--- config.mk ---
export PLATFORM = sky130hd
export DESIGN_NAME = regfile_read_port
export DESIGN_NICKNAME = d
export VERILOG_FILES = /design/src/verilog/regfile_pkg.sv /design/src/verilog/regfile_read_port.sv
export SDC_FILE = /design/constraint.sdc
export NUM_CORES = 1
export LEC_CHECK = 0
export BUFFER_PORTS_ARGS = -buffer_cell sky130_fd_sc_hd__buf_2
export CORE_AREA = 2 2 133 135
export DETAILED_ROUTE_END_ITERATION = 6
export DIE_AREA = 0 0 135 137
export SLEW_MARGIN = 20
export SYNTH_ARGS = -nofsm -noshare
export SYNTH_HDL_FRONTEND = slang
export SYNTH_SLANG_ARGS = --single-unit
--- constraint.sdc ---
create_clock -name vclk -period 2.1
set_clock_uncertainty 0.05 [all_clocks]
set_input_delay 0.42 -clock vclk [all_inputs]
set_output_delay 0.42 -clock vclk [all_outputs]
set_load 0.05 [all_outputs]
--- src/verilog/regfile_pkg.sv ---
`default_nettype none

package regfile_pkg;

   // ==========================================================================
   // Default register-file dimensions
   // ==========================================================================

   localparam int PREGS_DEF    = 64;   // Physical registers, power of two
   localparam int VALUE_W_DEF  = 64;   // Bits per register
   localparam int WR_PORTS_DEF = 2;    // Write ports, one RAM bank each
   localparam int RD_PORTS_DEF = 4;    // Read ports, one RAM per bank each

   // ==========================================================================
   // Bank select width
   // ==========================================================================

   // Width of an index that names one of the write ports
   // A single write port still needs one select bit so the LVT has a field
   function automatic int bank_sel_w(input int ports);
      int w;
      w = $clog2(ports);
      if (w < 1) begin
         w = 1;                       // Never a zero-width vector
      end
      return w;
   endfunction

endpackage

`default_nettype wire
--- src/verilog/regfile_read_port.sv ---
`timescale 1ns/1ps
`default_nettype none

// One read port of the register file
// Picks the bank named by the LVT, then applies same-cycle forwarding and r0
module regfile_read_port import regfile_pkg::*; #(
   parameter int PREGS    = PREGS_DEF,
   parameter int VALUE_W  = VALUE_W_DEF,
   parameter int WR_PORTS = WR_PORTS_DEF,
   localparam int AW      = $clog2(PREGS),
   localparam int SW      = bank_sel_w(WR_PORTS)
) (
   input  wire                [AW-1:0] rd_addr,    // Register being read
   input  wire                [SW-1:0] bank_sel,   // From the LVT
   input  wire  [WR_PORTS-1:0][VALUE_W-1:0] bank_data, // This port's RAM copy per bank
   input  wire  [WR_PORTS-1:0]          wr_en,      // Current write strobes
   input  wire  [WR_PORTS-1:0][AW-1:0]  wr_addr,
   input  wire  [WR_PORTS-1:0][VALUE_W-1:0] wr_data,
   output logic          [VALUE_W-1:0] rd_data
);

   // ==========================================================================
   // Stored value
   // ==========================================================================

   logic [VALUE_W-1:0] stored_data;   // Newest value already written
   logic [VALUE_W-1:0] fwd_data;      // Value being written this cycle
   logic               fwd_hit;       // Some write port targets rd_addr now

   // Only the bank named by the LVT holds current data
   // The other banks keep stale copies of older writes
   assign stored_data = bank_data[bank_sel];

   // ==========================================================================
   // Forwarding
   // ==========================================================================

   // Scan low to high so the highest matching port ends up selected,
   // matching the LVT priority for writes in the same cycle
   always_comb begin
      fwd_hit  = 1'b0;
      fwd_data = '0;
      for (int w = 0; w < WR_PORTS; w++) begin
         if (wr_en[w] && (wr_addr[w] == rd_addr)) begin
            fwd_hit  = 1'b1;
            fwd_data = wr_data[w];   // Later ports overwrite earlier ones
         end
      end
   end

   // ==========================================================================
   // Output select
   // ==========================================================================

   always_comb begin
      if (rd_addr == '0) begin
         rd_data = '0;                // r0 is hardwired to zero
      end else if (fwd_hit) begin
         rd_data = fwd_data;          // Bypass the RAM write latency
      end else begin
         rd_data = stored_data;
      end
   end

   // ==========================================================================
   // Checks
   // ==========================================================================

   // r0 must read zero no matter what the LVT, banks or forward path hold
   // Deferred so that settling of the input paths does not trip it
   always_comb begin
      r0_zero_a : assert final ((rd_addr != '0) || (rd_data == '0))
         else $error("regfile_read_port r0 read returned %h", rd_data);
   end

endmodule

`default_nettype wire

### Word level (Yosys, flattened, before mapping)

Index checks and enable logic that the tools add are counted.

| word-level totals | value |
|---|---|
| register bits | 0 |
| output and inout port bits | 64 |
| input bits | 277 |
| logic and storage cells | 14 |

| operators by class | value |
|---|---|
| equal/unequal tests | 2 |
| reduce and logical (&&, ||, !) cells | 3 |
| $lt $le $gt $ge | 1 |
| multiplexer cells | 8 |

Operators with widths:

| kind | count |
|---|---|
| 64-bit two-way mux | 6 |
| 6-bit equality test | 2 |
| 6-bit zero test | 1 |
| 1-bit logical AND | 2 |
| 1-bit by 2-bit < comparator with 1-bit output (second input constant) | 1 |
| 1-bit two-way mux | 2 |

### Logic depth before layout (Yosys ltp)

| logic depth | value |
|---|---|
| depth after elaboration | 6 |
| gate-level depth with buffers | 7 |
| mapped depth without buffers | 4 |

### Worst setup path before layout

OpenSTA, ideal clock, no wires.

| timing path | value |
|---|---|
| kind | in2out |
| start | input rd_addr[3] |
| end | output rd_data[13] |
| path slack | -233 ps |
| required time | 1630 ps |
| stages | 6 |
| data arrival time | 1863 ps |
| buffers on the path | 2 |
| path through | xor2_1 -> nor3_1 -> and3_1 -> buf_2 -> clkbuf_1 -> a32o_1 |

| between the ends | value |
|---|---|
| word-level cells in the longest chain between the ends | 6 |
| elaborated cells on any way between the ends | 11 |
| classes of those cells | eq/ne (2); mux (6); reduce/logical (3) |

RTL lines:

| what | RTL line | RTL |
|---|---|---|
| from (decl) | regfile_read_port.sv:13 | `input wire [AW-1:0] rd_addr,` |
| 6-bit equality test | regfile_read_port.sv:44 | `if (wr_en[w] && (wr_addr[w] == rd_addr)) begin` |
| 1-bit logical AND | regfile_read_port.sv:44 |  |
| 64-bit two-way mux or 1-bit two-way mux (tied branches) (2 in series) | regfile_read_port.sv:44 |  |
| 64-bit two-way mux | regfile_read_port.sv:58 | `end else if (fwd_hit) begin` |
| 64-bit two-way mux * | regfile_read_port.sv:56 | `if (rd_addr == '0) begin` |
| to (decl) | regfile_read_port.sv:19 | `output logic [VALUE_W-1:0] rd_data` |

Every way passes the cells marked *; elsewhere a longest branch is shown, timed or not.

### Worst setup path after layout

| timing path | value |
|---|---|
| start | input wr_addr[0] (netlist name) |
| end | output rd_data[55] |

| between the ends | value |
|---|---|
| word-level cells in the longest chain between the ends | 6 |
| elaborated cells on any way between the ends | 8 |
| classes of those cells | eq/ne (1); mux (6); reduce/logical (1) |

RTL lines:

| what | RTL line | RTL |
|---|---|---|
| from (decl) | regfile_read_port.sv:17 | `input wire [WR_PORTS-1:0][AW-1:0] wr_addr,` |
| 6-bit equality test * | regfile_read_port.sv:44 |  |
| 1-bit logical AND * | regfile_read_port.sv:44 |  |
| 64-bit two-way mux or 1-bit two-way mux (tied branches) (2 in series) | regfile_read_port.sv:44 |  |
| 64-bit two-way mux * | regfile_read_port.sv:58 |  |
| 64-bit two-way mux * | regfile_read_port.sv:56 |  |

Marks and branches as above.

==> results.cfg <==
[finish]
diodes = 0
clkbuf_count = 0
flops_and_latches = 0
drive_gt1_frac = 0.695
finish.utilization = 0.322
register_area_um2 = 0
stdcell_area_um2 = 5480
multiInputGateArea_um2 = 2360
n_fill_cell = 1774
area_growth_pct = 130
finalNetCount = 938

[timing]
fin_ws_ns = -0.300
setup_viol = 64
fin_setup_tns_ns = -17.12
period_needed_ns = 2.40
relSlewSlack = 0.804
hold_ws_ns = 1.14
period_share = 1.14
slew_violations = 0
worstMarginPinSlew_ns = 0.286
rsz0062_at_grt = yes
timing_hold_violations_final = 0
fmax_mhz = 417

[placement]
dpl.hpwl_um = 11000
portBuffers = 341
gp_congestion = 0.851
placed_area_um2 = 4650

[status]
status = complete, but fails checks
failed_checks = setup timing

[synth]
synthesis.area_um2 = 2390
synth.distinct_cells = 20
synth_nets = 603
synth_area_per_cell_um2 = 7.33
syn_inst = 326
synth_area_leaders = a32o_1 (27%), mux2i_1 (27%), or3_1 (17%)
yosys.area.top_type_share = 0.268
yosysSeqAreaShare = 0
ys.warnings.count = 0
yosysTopAreaCell = a32o_1

[critical_path]
crit_top_cell = buf_6
critPathMaxStageDelay_ns = 0.31
critPathKind = input port to primary output
required_ns = 1.63
crit_path_start_kind = input port
worstPathArrival_ns = 1.93
cpMaxStageDelayCell = or3_1
crit_path_end_kind = primary output
critPathMaxFanout = 22
crit_chain = buf_6, xnor2_2, nand4_1, buf_6, clkbuf_16, or3_1, a32o_2, buf_6

[flow_run]
drv_cap = 0

[hold_path]
hold_start = wr_data[119]
min_path_cells = 3
hold_class = input port to primary output
min_to = rd_data[55]

[grt]
antenna_found_initial = 1
grt_pass1_wl_um = 20900
grt.total_usage = 0.140
grt_overflow_total = 0
grt_max_degree = 66
grt_pass1_vias = 4017

[drt]
routedWlPerCell_um = 17.2
drc = 0
firstDrtPassIters = 4
via_per_inst = 4.72
drt_iter0_markers = 209
num_vias = 4172
wirelength_um = 15200
ant_nets = 0

[floorplanning]
placementRows = 48
start_util = 0.140
core_area_um2 = 17100
die_area_um2 = 18500
io_pins = 341
die_width_um = 135
fp.dieH_um = 137

[pwr]
power.density_nw_per_um2 = 298
peakVddDrop_mv = 0.184
p_leak_uw = 0.00281

[cts]
holdBufCountCts = 0
## kinds of logic after synthesis
| family | Yosys count | share of synthesized area |
|---|---|---|
| compound gates | 129 | 0.405 |
| simple gates | 72 | 0.186 |
| mux | 64 | 0.268 |
| buf+inv | 49 | 0.0959 |
| xor+xnor | 12 | 0.0440 |
## cells in the final DEF, fill, tap and decap left out, types with 2 or more instances in the layout
| cell | netlist | layout |
|---|---|---|
| a32o_2 | 0 | 64 |
| buf_12 | 0 | 13 |
| buf_16 | 0 | 4 |
| buf_2 | 12 | 264 |
| buf_4 | 0 | 20 |
| buf_6 | 4 | 73 |
| buf_8 | 0 | 4 |
| bufbuf_16 | 0 | 2 |
| clkbuf_16 | 0 | 2 |
| mux2i_1 | 64 | 64 |
| o21ai_0 | 48 | 43 |
| o21ai_1 | 16 | 21 |
| or3_1 | 64 | 63 |
| xnor2_1 | 9 | 3 |
| xnor2_2 | 0 | 3 |
| xnor2_4 | 0 | 3 |
| xor2_1 | 3 | 3 |
## synthesized netlist by cell type, types with 2 or more instances
cell type	n
a32o_1	64
mux2i_1	64
or3_1	64
o21ai_0	48
clkbuf_1	31
o21ai_1	16
buf_2	12
xnor2_1	9
buf_6	4
xor2_1	3
buf_1	2
## worst max-delay path by stage
stage / from / end / cells past startpoint
global route: wr_addr[0] / rd_data[37] / 8
global placement: rd_addr[1] / rd_data[4] / 7
detailed placement: rd_addr[0] / rd_data[29] / 8
CTS: wr_addr[3] / rd_data[37] / 8
floorplan: wr_addr[2] / rd_data[37] / 7
finish: wr_addr[0] / rd_data[55] / 8
## per-layer routing
layer | share of wire | wire length, um | vias to the layer above | global-route usage
li1 | - | - | 1999 | -
met3 | 0.091 | 1380 | 22 | 0.0241
met2 | 0.51 | 7800 | 230 | 0.263
met4 | 0.015 | 231 | 2 | 0.0231
met1 | 0.38 | 5780 | 1919 | 0.170
met5 | 0.00086 | 13 | - | 0
## cell type report
class | instances | share of cell area
multi-input combinational | 277 | 0.431
tap | 225 | 0.0513
timing repair buffer | 382 | 0.518
## worst max-delay path, delay by kind of cell
family | cells | cell delay (ns)
buffers and inverters | 4 | 0.65
xor gates and xnor gates | 1 | 0.14
and+or+nand+nor | 2 | 0.44
AOI/OAI and AO/OA | 1 | 0.27
## power by group
group,internal [uW],switching (uW),total (uW)
logic,774,859,1630
clock network,0,0,0
registers,0,0,0
## stage by stage
step / total power, uW / cells / worst slack, ns
2_1_floorplan: 842 / 326 / -0.106
3_3_place_gp: 1320 / 874 / -0.352
5_1_grt: 1720 / 884 / -0.351
4_1_cts: 1620 / 882 / -0.294
3_5_place_dp: 1330 / 874 / -0.356
6_report: 1630 / 884 / -0.300
## timing repair
action | 4_1_cts | 5_1_grt
cloned | 6 | 2
buffers inserted | 2 | 0
gates resized for setup | 170 | 5
setup endpoints to repair | 64 | 64
pin swaps | 6 | 4
Power figures use the tool's default switching activity.
