<file path="config.mk">
export PLATFORM = sky130hd
export DESIGN_NAME = regfile_lvt
export DESIGN_NICKNAME = d
export VERILOG_FILES = /design/src/verilog/regfile_pkg.sv /design/src/verilog/regfile_lvt.sv
export SDC_FILE = /design/constraint.sdc
export NUM_CORES = 1
export LEC_CHECK = 0
export ABC_AREA = 1
export CORE_MARGIN = 3
export CORE_UTILIZATION = 41
export CTS_CLUSTER_DIAMETER = 40
export DETAILED_ROUTE_END_ITERATION = 12
export DONT_BUFFER_PORTS = 1
export PLACE_DENSITY = 0.63
export SLEW_MARGIN = 30
export SYNTH_ARGS = -nofsm -noshare
export SYNTH_HDL_FRONTEND = slang
export SYNTH_SLANG_ARGS = --single-unit
</file>
<file path="constraint.sdc">
create_clock -name clka -period 1.44 [get_ports clka]
set_input_delay 0.288 -clock clka [delete_from_list [all_inputs] [get_ports clka]]
set_output_delay 0.288 -clock clka [all_outputs]
set_load 0.05 [all_outputs]
</file>
<file path="src/verilog/regfile_pkg.sv">
`default_nettype none

package regfile_pkg;

   // ==========================================================================
   // Default register-file dimensions
   // ==========================================================================

   localparam int PREGS_DEF    = 64;   // Physical registers, power of two
   localparam int VALUE_W_DEF  = 64;   // Bits per register
   localparam int WR_PORTS_DEF = 2;    // Write ports, one RAM bank each
   localparam int RD_PORTS_DEF = 4;    // Read ports, one RAM per bank each

   // ==========================================================================
   // Bank select width
   // ==========================================================================

   // Width of an index that names one of the write ports
   // A single write port still needs one select bit so the LVT has a field
   function automatic int bank_sel_w(input int ports);
      int w;
      w = $clog2(ports);
      if (w < 1) begin
         w = 1;                       // Never a zero-width vector
      end
      return w;
   endfunction

endpackage

`default_nettype wire
</file>
<file path="src/verilog/regfile_lvt.sv">
`timescale 1ns/1ps
`default_nettype none

// Live value table
// For each physical register it remembers which write port's bank holds the newest value
module regfile_lvt import regfile_pkg::*; #(
   parameter int PREGS    = PREGS_DEF,
   parameter int WR_PORTS = WR_PORTS_DEF,
   parameter int RD_PORTS = RD_PORTS_DEF,
   localparam int AW      = $clog2(PREGS),        // Register address bits
   localparam int SW      = bank_sel_w(WR_PORTS)  // Bank select bits
) (
   input  wire                          clka,
   input  wire                          reset,     // Synchronous active high
   input  wire    [WR_PORTS-1:0]        wr_en,     // One strobe per write port
   input  wire    [WR_PORTS-1:0][AW-1:0] wr_addr,
   input  wire    [RD_PORTS-1:0][AW-1:0] rd_addr,  // Lookup address per read port
   output logic   [RD_PORTS-1:0][SW-1:0] bank_sel  // Bank holding newest data
);

   // ==========================================================================
   // Table storage
   // ==========================================================================

   // One write-port index per physical register
   logic [SW-1:0] lvt [0:PREGS-1];

   // Update
   // Ports are scanned low to high, so the last assignment that lands belongs
   // to the highest enabled port hitting a given register
   always_ff @(posedge clka) begin
      if (reset) begin
         for (int p = 0; p < PREGS; p++) begin
            lvt[p] <= '0;                 // All registers live in bank 0
         end
      end else begin
         for (int w = 0; w < WR_PORTS; w++) begin
            if (wr_en[w]) begin
               lvt[wr_addr[w]] <= SW'(w); // Record the writing port
            end
         end
      end
   end

   // ==========================================================================
   // Lookup
   // ==========================================================================

   // Combinational lookup with one table read per read port
   always_comb begin
      for (int r = 0; r < RD_PORTS; r++) begin
         bank_sel[r] = lvt[rd_addr[r]];
      end
   end

   // ==========================================================================
   // Checks
   // ==========================================================================

   // The table must only ever name a bank that exists and hold known entries
   // A bad or unknown index would make the read port pick a nonexistent RAM
   genvar r;
   generate
      for (r = 0; r < RD_PORTS; r++) begin : g_sel_chk
         bank_sel_range_a : assert property (
            @(posedge clka) disable iff (reset)
            !$isunknown(bank_sel[r]) && (int'(bank_sel[r]) < WR_PORTS)
         ) else $error("regfile_lvt bank_sel[%0d] unknown or out of range: %0d",
                       r, bank_sel[r]);
      end
   endgenerate

endmodule

`default_nettype wire

</file>
---- Word level (Yosys, flattened, before mapping) ----
Memories as Yosys holds them, arrays and structs flattened.
Index checks and enable logic that the tools add are counted.
storage, ports and cells
  input bits .............................. 40
  bits in registers ....................... 0
  word-level logic and storage cells ...... 17
  memories ................................ 1
  RAM bits ................................ 64
  output and inout bits ................... 4
memories
  memory  words  bits a word  read ports  clocked after memory_dff  wr ports  line               RTL
  lvt     64     1            4           0                         64        regfile_lvt.sv:26  logic [SW-1:0] lvt [0:PREGS-1];
operators by class
  mux-type cells .......................... 14
  reductions and logical operators ........ 2
operators with widths
  operator          number
  $mux W1           12
  $mux W6           2
  $reduce_or A1 Y1  2

---- Logic depth before layout (Yosys ltp) ----
Gate-level depths: netlist of the first run.
  word-level depth ........................ 5
  gate-level depth with buffers ........... 11
  gate-level depth less buffers ........... 9

---- Worst setup path after synthesis of the first run ----
No wires, ideal clock.
  kind .................................... input-to-output
  start ................................... input rd_addr[6] (netlist name)
  end ..................................... output bank_sel[1] (netlist name)
  arrival ................................. 1.333 ns
  setup slack ............................. -0.181 ns
  required time ........................... 1.152 ns
  cell stages on the path ................. 11
  path buffers ............................ 2
  cells stage by stage .................... buf_6 -> inv_4 -> buf_4 -> nand2_1 -> nand3_1 -> nand3_1 -> nand2_1 -> nand2_1 -> nand3_1 -> nand3_1 -> nand2_1
RTL lines
  element      line               RTL
  from (decl)  regfile_lvt.sv:17  input wire [RD_PORTS-1:0][AW-1:0] rd_addr,
  to (decl)    regfile_lvt.sv:18  output logic [RD_PORTS-1:0][SW-1:0] bank_sel

==> flow_metrics.env, run 1 <==
export IMPL_root_buffer="sky130_fd_sc_hd__clkbuf_16"
export IMPL_via_count_of_the_first_global_routing_pass=6009
export IMPL_buffer_ports_inserted=0
export IMPL_cellLeakagePower_nw=2.82
export IMPL_synthesis_to_finish_area_growth_pct=38.1
export IMPL_violations="setup timing"
export IMPL_cap_viol_max_count=0
export IMPL_postLayoutSetupSlackWorst_ns=-0.348
export IMPL_antenna_cells=0
export IMPL_initial_core_util=0.427
export IMPL_grt_first_pass_wirelength_um=34500
export IMPL_drt_initial_drc_count=1034
export IMPL_period_share=1.24
export IMPL_routed_wire_length_per_instance_um=20.7
export IMPL_crit_path_max_fanout=4
export IMPL_drive_above_1_share=0.354
export IMPL_largestRegisters="lvt x64"
export IMPL_global_route_usage_over_all_layers=0.313
export IMPL_final_core_util=0.590
export IMPL_antenna_left=0
export IMPL_syn_cell_area_mm2=0.00524
export IMPL_placed_cells=1089
export IMPL_htreeDepth=3
export IMPL_globalRouteOverflowTotal=0
export IMPL_avg_cell_area_syn_um2=5.88
export IMPL_clock_insertion_delay_worst_skew_ns=0.34
export IMPL_grt_setup_unrepaired="yes"
export IMPL_dr_pass1_iters=6
export IMPL_floorplan_die_height_um=119
export IMPL_drcViolationCount=0
export IMPL_ctsHoldBuffers=0
export IMPL_startpoint_type="flip-flop"
export IMPL_rows=40
export IMPL_synth_fp_nets=931
export IMPL_place_area_mm2=0.00623
export IMPL_route_final_wire_length_um=22900
export IMPL_route_vias_total=6820
export IMPL_timing_max_slew_rel_slack=0.694
export IMPL_synth_seq_area_share=0.245
export IMPL_timing_critical_path_slowest_cell_delay_ns=0.35
export IMPL_tritoncts_num_buffers=9
export IMPL_hold_violations=0
export IMPL_commonest_non_fill_non_tap_cells_in_the_layout="270 x sky130_fd_sc_hd__nand2_1, 146 x sky130_fd_sc_hd__nand3_1, 84 x sky130_fd_sc_hd__nand3_2"
export IMPL_peakVddDrop_mv=0.693
export IMPL_hold_path_class="in -> reg"
export IMPL_grt_antenna_before_repair=0
export IMPL_cts_sinks=64
export IMPL_largest_register_ffs=64
export IMPL_power_per_cell_area_mw_per_mm2=702
export IMPL_dpl_hpwl_um=15500
export IMPL_registers_top_by_ff_count="lvt"
export IMPL_critPathKind="reg -> out"
export IMPL_chipWidth_um=119
export IMPL_mostFrequentLayoutCell="sky130_fd_sc_hd__nand2_1"
export IMPL_status="finished with violations"
export IMPL_crit_slowest_cell="sky130_fd_sc_hd__dfxtp_2"
export IMPL_clock_fmax_mhz=559
export IMPL_io_pin_count=44
export IMPL_cts_max_path_buffers=2
export IMPL_fin_nets=973
export IMPL_clk_transition_reported_paths_ns=0.05
export IMPL_tritoncts="done"
export IMPL_final_min_clock_period_ns=1.79
export IMPL_globalplace_congestion=1.09
export IMPL_syn_inst=891
export IMPL_cp_cell_sequence="buf_12, nand2_2, nand3_2, nand3_2, nand2_2, nand2_2, nand3_2, nand3_2, nand2_4"
export IMPL_routed_via_density=6.17
export IMPL_final_fill_count=1155
export IMPL_core_mm2=0.0123
export IMPL_synth_seq_cells=64
export IMPL_max_slew_worst_pin_slew_ns=0.457
export IMPL_cp_end_kind="primary output"
export IMPL_grt_max_degree=65
export IMPL_crit_required_ns=1.15
export IMPL_final_setup_skew_ns=0
export IMPL_finish_stage_setup_viols=4
export IMPL_final_max_slew_viol_count=0
export IMPL_cp_data_arrival_time_ns=1.50
export IMPL_design_die_area_mm2=0.0142
export IMPL_instances_no_fill=1105
export IMPL_postLayoutCellArea_mm2=0.00723
export IMPL_cell_type_with_the_highest_occurrence_count_on_the_critical_path="sky130_fd_sc_hd__nand3_2"
export IMPL_synth_yosys_warnings=0
export IMPL_synth_cell_type_count=19
## repair_timing
action | CTS | global route
setup endpoints to repair | 4 | 4
pin swaps | 55 | 93
setup buffers | 3 | 2
gates resized for setup | 122 | 111
## per-stage QoR
stage	setup TNS [ns]	hold WS [ns]	power [mW]	worst slack (ns)
final	-1.37	0.186	5.08	-0.348
after global routing	-1.67	0.214	5.24	-0.427
after CTS	-1.31	0.173	5.04	-0.330
after detailed placement	-0.211	0.507	2.53	-0.0673
after global placement	-0.184	0.502	2.53	-0.0557
after floorplan	-0.0664	0.493	2.51	-0.0172
## logic make-up after synthesis
logic type | after synthesis | share of synthesized area
AO/OA/AOI/OAI | 128 | 0.153
buffers and inverters | 107 | 0.110
flip-flops | 64 | 0.245
AND/OR/NAND/NOR | 592 | 0.493
## synth_stat cells
library cell | count | area, um^2
sky130_fd_sc_hd__nand2_1 | 339 | 1270
sky130_fd_sc_hd__nand3_1 | 228 | 1140
sky130_fd_sc_hd__dfxtp_1 | 64 | 1280
sky130_fd_sc_hd__o211ai_1 | 64 | 480
sky130_fd_sc_hd__inv_1 | 44 | 165
sky130_fd_sc_hd__o21ai_0 | 43 | 215
sky130_fd_sc_hd__buf_4 | 27 | 203
sky130_fd_sc_hd__o21ai_1 | 21 | 105
sky130_fd_sc_hd__buf_2 | 13 | 65.1
sky130_fd_sc_hd__nor3_1 | 9 | 45.0
sky130_fd_sc_hd__inv_2 | 7 | 26.3
sky130_fd_sc_hd__nor3_2 | 7 | 70.1
sky130_fd_sc_hd__buf_6 | 6 | 67.6
sky130_fd_sc_hd__clkbuf_1 | 6 | 22.5
sky130_fd_sc_hd__inv_4 | 4 | 25.0
sky130_fd_sc_hd__nor2_1 | 4 | 15.0
sky130_fd_sc_hd__nand3_2 | 2 | 20.0
sky130_fd_sc_hd__nand4_1 | 2 | 12.5
sky130_fd_sc_hd__nand2_2 | 1 | 6.26
## worst max-delay path, delay by kind of cell, from the launching register on
family                 cells  cell delay, ns
buffers and inverters      1            0.14
flip-flops                 1            0.35
AND/OR/NAND/NOR            8            0.67
## final timing paths
check | from | cells after the start | slack [ns] | end
max | lvt[16]$_DFF_P_ | 9 | -0.35 | bank_sel[1]
min | wr_addr[7] | 3 | 0.19 | lvt[41]$_DFF_P_
max reg2reg | lvt[36]$_DFF_P_ | 4 | 0.56 | lvt[36]$_DFF_P_
min reg2reg | lvt[13]$_DFF_P_ | 2 | 0.51 | lvt[13]$_DFF_P_
## power by group
group | switching [mW] | internal, mW
registers | 0.0198 | 1.76
clock network | 0.780 | 1.73
logic | 0.518 | 0.272
total | 1.32 | 3.76
## area by class of cell
type | instances | area [um^2] | area share
Clock buffer | 12 | 246 | 0.0341
Clock inverter | 3 | 90.1 | 0.0125
Inverter | 55 | 234 | 0.0323
Multi-Input combinational cell | 720 | 4000 | 0.552
Sequential cell | 64 | 1400 | 0.194
Tap cell | 168 | 210 | 0.0291
Timing Repair Buffer | 83 | 1060 | 0.146
## layer usage
| layer | share of wire | wire length, um | track usage |
|---|---|---|---|
| met1 | 0.39 | 8810 | 0.419 |
| met2 | 0.44 | 9970 | 0.454 |
| met3 | 0.12 | 2670 | 0.0855 |
| met4 | 0.061 | 1400 | 0.167 |
| met5 | 0 | 0 | 0 |
Power figures use the tool's default switching activity.
==> run 2, diff against run 1 <==
- ABC_AREA: 1 -> default
==> run 2 against run 1 <==
Compared with the run above:
- the run still ends with setup timing left
- critical path type unchanged
- total power is 2.1% lower
- wire length shrank 29%
- register-to-register slack worse by 0.06 ns
==> flow_metrics.env, run 2 <==
export IMPL_status="finished with violations"
export IMPL_violations="setup timing"
export IMPL_chipWidth_um=113
export IMPL_fin_total_pwr_mw=4.97
export IMPL_grt_max_degree=41
export IMPL_post_synth_top_flop="sky130_fd_sc_hd__dfxtp_1"
export IMPL_fin_worst_hold_slack_ns=0.0574
export IMPL_grt_first_pass_wirelength_um=25400
export IMPL_design_die_area_mm2=0.0128
export IMPL_cellLeakagePower_nw=2.03
export IMPL_crit_path_max_fanout=2
export IMPL_buffer_ports_inserted=0
export IMPL_timing_max_slew_rel_slack=0.609
export IMPL_registers_top_by_ff_count="lvt"
export IMPL_post_synth_top_count_cell="sky130_fd_sc_hd__mux4_2"
export IMPL_placed_cells=618
export IMPL_peakVddDrop_mv=0.596
export IMPL_max_slew_worst_pin_slew_ns=0.590
export IMPL_mostFrequentLayoutCell="sky130_fd_sc_hd__mux4_2"
export IMPL_ys_async_sr_fraction=0
export IMPL_routed_via_density=6.92
export IMPL_routed_wire_length_per_instance_um=25.4
export IMPL_cp_data_arrival_time_ns=2.27
export IMPL_dr_pass1_iters=5
export IMPL_commonest_non_fill_non_tap_cells_in_the_layout="69 x sky130_fd_sc_hd__mux4_2, 66 x sky130_fd_sc_hd__buf_4, 57 x sky130_fd_sc_hd__o211ai_1"
export IMPL_synth_fp_nets=480
export IMPL_power_per_cell_area_mw_per_mm2=831
export IMPL_avg_cell_area_syn_um2=10.7
export IMPL_multiInputGateArea_mm2=0.00339
export IMPL_synth_seq_area_share=0.272
export IMPL_synthTopCellsByCount="69 x sky130_fd_sc_hd__mux4_2, 64 x sky130_fd_sc_hd__dfxtp_1, 59 x sky130_fd_sc_hd__o21ai_0"
export IMPL_largestRegisters="lvt x64"
export IMPL_drt_initial_drc_count=446
export IMPL_drive_above_1_share=0.450
export IMPL_final_min_clock_period_ns=2.56
export IMPL_cp_end_kind="primary output"
export IMPL_grt_setup_unrepaired="yes"
export IMPL_final_max_slew_viol_count=0
export IMPL_synth_edff_count=0
export IMPL_postLayoutSetupSlackWorst_ns=-1.12
export IMPL_largest_register_ffs=64
export IMPL_final_fill_count=951
export IMPL_timing_setup_tns_ns=-3.94
export IMPL_initial_core_util=0.427
export IMPL_antenna_left=0
export IMPL_synthesis_to_finish_area_growth_pct=27.0
export IMPL_antenna_cells=0
export IMPL_fin_nets=535
export IMPL_hold_violations=0
export IMPL_globalplace_congestion=0.957
export IMPL_syn_inst=440
export IMPL_route_vias_total=4430
export IMPL_drcViolationCount=0
export IMPL_final_core_util=0.542
export IMPL_cts_max_path_buffers=2
export IMPL_grt_antenna_before_repair=0
export IMPL_route_final_wire_length_um=16200
export IMPL_post_synth_top_area_fraction=0.330
export IMPL_startpoint_type="flip-flop"
export IMPL_crit_required_ns=1.15
export IMPL_dpl_hpwl_um=12500
export IMPL_via_count_of_the_first_global_routing_pass=4334
export IMPL_clock_insertion_delay_worst_skew_ns=0.33
export IMPL_synth_xor_area_share=0
export IMPL_tritoncts_num_buffers=9
export IMPL_core_mm2=0.0110
export IMPL_root_buffer="sky130_fd_sc_hd__clkbuf_16"
export IMPL_cts_sinks=64
export IMPL_instances_no_fill=640
export IMPL_tritoncts="done"
export IMPL_rows=38
export IMPL_synthAdderAreaFrac=0
export IMPL_cap_viol_max_count=0
export IMPL_synth_simple_gate_area_frac=0.130
export IMPL_clk_transition_reported_paths_ns=0.06
export IMPL_synth_seq_cells=64
export IMPL_pre_cts_slack_ns=-0.760
export IMPL_ctsHoldBuffers=0
export IMPL_syn_cell_area_mm2=0.00471
export IMPL_muxShareOfSynthArea=0.359
export IMPL_critPathKind="reg -> out"
export IMPL_final_setup_skew_ns=0
export IMPL_clock_fmax_mhz=391
export IMPL_io_pin_count=44
export IMPL_global_route_usage_over_all_layers=0.257
export IMPL_hold_path_class="in -> reg"
export IMPL_layout_area_seq_mm2=0.00131
export IMPL_floorplan_die_height_um=113
export IMPL_synthDominantAreaCellType="sky130_fd_sc_hd__mux4_2"
export IMPL_synth_top_cells_by_area="sky130_fd_sc_hd__mux4_2 33%, sky130_fd_sc_hd__dfxtp_1 27%, sky130_fd_sc_hd__o211ai_1 9.1%"
export IMPL_place_area_mm2=0.00540
export IMPL_period_share=1.78
export IMPL_finish_stage_setup_viols=4
export IMPL_synth_cell_type_count=40
export IMPL_synth_yosys_warnings=0
export IMPL_synth_top_family_by_area="multiplexers"
export IMPL_globalRouteOverflowTotal=0
export IMPL_htreeDepth=3
export IMPL_postLayoutCellArea_mm2=0.00598
export IMPL_synth_compound_gate_area_share=0.199
run 2: cell count changes in the layout (fill, tap and decap cells not counted), moves of 30 or more:
| cell | delta |
|---|---|
| sky130_fd_sc_hd__nand3_1 | -139 |
| sky130_fd_sc_hd__nand2_1 | -243 |
| sky130_fd_sc_hd__nand2_2 | -63 |
| sky130_fd_sc_hd__mux4_2 | +69 |
| sky130_fd_sc_hd__buf_12 | -30 |
| sky130_fd_sc_hd__nand3_2 | -84 |
| sky130_fd_sc_hd__dfxtp_1 | +43 |
| sky130_fd_sc_hd__inv_1 | -40 |
run 2: timing repair:
item,CTS,global route
pin swaps,17,5
gates resized for setup,42,13
setup buffers,2,5
setup endpoints to repair,4,4
run 2: power breakdown:
part | switching (mW) | internal, mW | total [mW]
Sequential | 0.00848 | 1.78 | 1.79
Combinational | 0.215 | 0.243 | 0.458
Clock | 0.849 | 1.87 | 2.72
run 2: area by class of cell:
class | instances | share of cell area
Multi-Input combinational cell | 330 | 0.567
Sequential cell | 64 | 0.219
Tap cell | 140 | 0.0293
Inverter | 5 | 0.00314
Clock inverter | 7 | 0.0241
Clock buffer | 9 | 0.0377
Timing Repair Buffer | 85 | 0.120
run 2: kinds of logic after synthesis:
| family | Yosys count |
|---|---|
| mux | 82 |
| buf+inv | 46 |
| simple gates | 106 |
| flops | 64 |
| compound gates | 142 |
run 2: worst paths after layout:
check	slack [ns]	from	depth (start not counted)	end
hold reg to reg	0.52	lvt[21]$_DFF_P_	2	lvt[21]$_DFF_P_
setup reg to reg	0.50	lvt[32]$_DFF_P_	4	lvt[32]$_DFF_P_
hold / removal	0.06	reset	1	lvt[32]$_DFF_P_
setup / recovery	-1.12	lvt[48]$_DFF_P_	3	bank_sel[3]
run 2: routing by layer:
layer  share of wire  vias to the layer above  global-route usage
met2            0.46                      238               0.389
met5               0                        -                   0
li1                -                     1938                   -
met3           0.099                       30              0.0690
met4           0.022                        0              0.0905
met1            0.42                     2224               0.358
run 2: critical path, cell delays in order, from the launching register on:
cell	delay [ns]
sky130_fd_sc_hd__dfxtp_2	0.34
sky130_fd_sc_hd__mux4_2	0.46
sky130_fd_sc_hd__mux4_2	0.49
sky130_fd_sc_hd__mux4_2	0.65
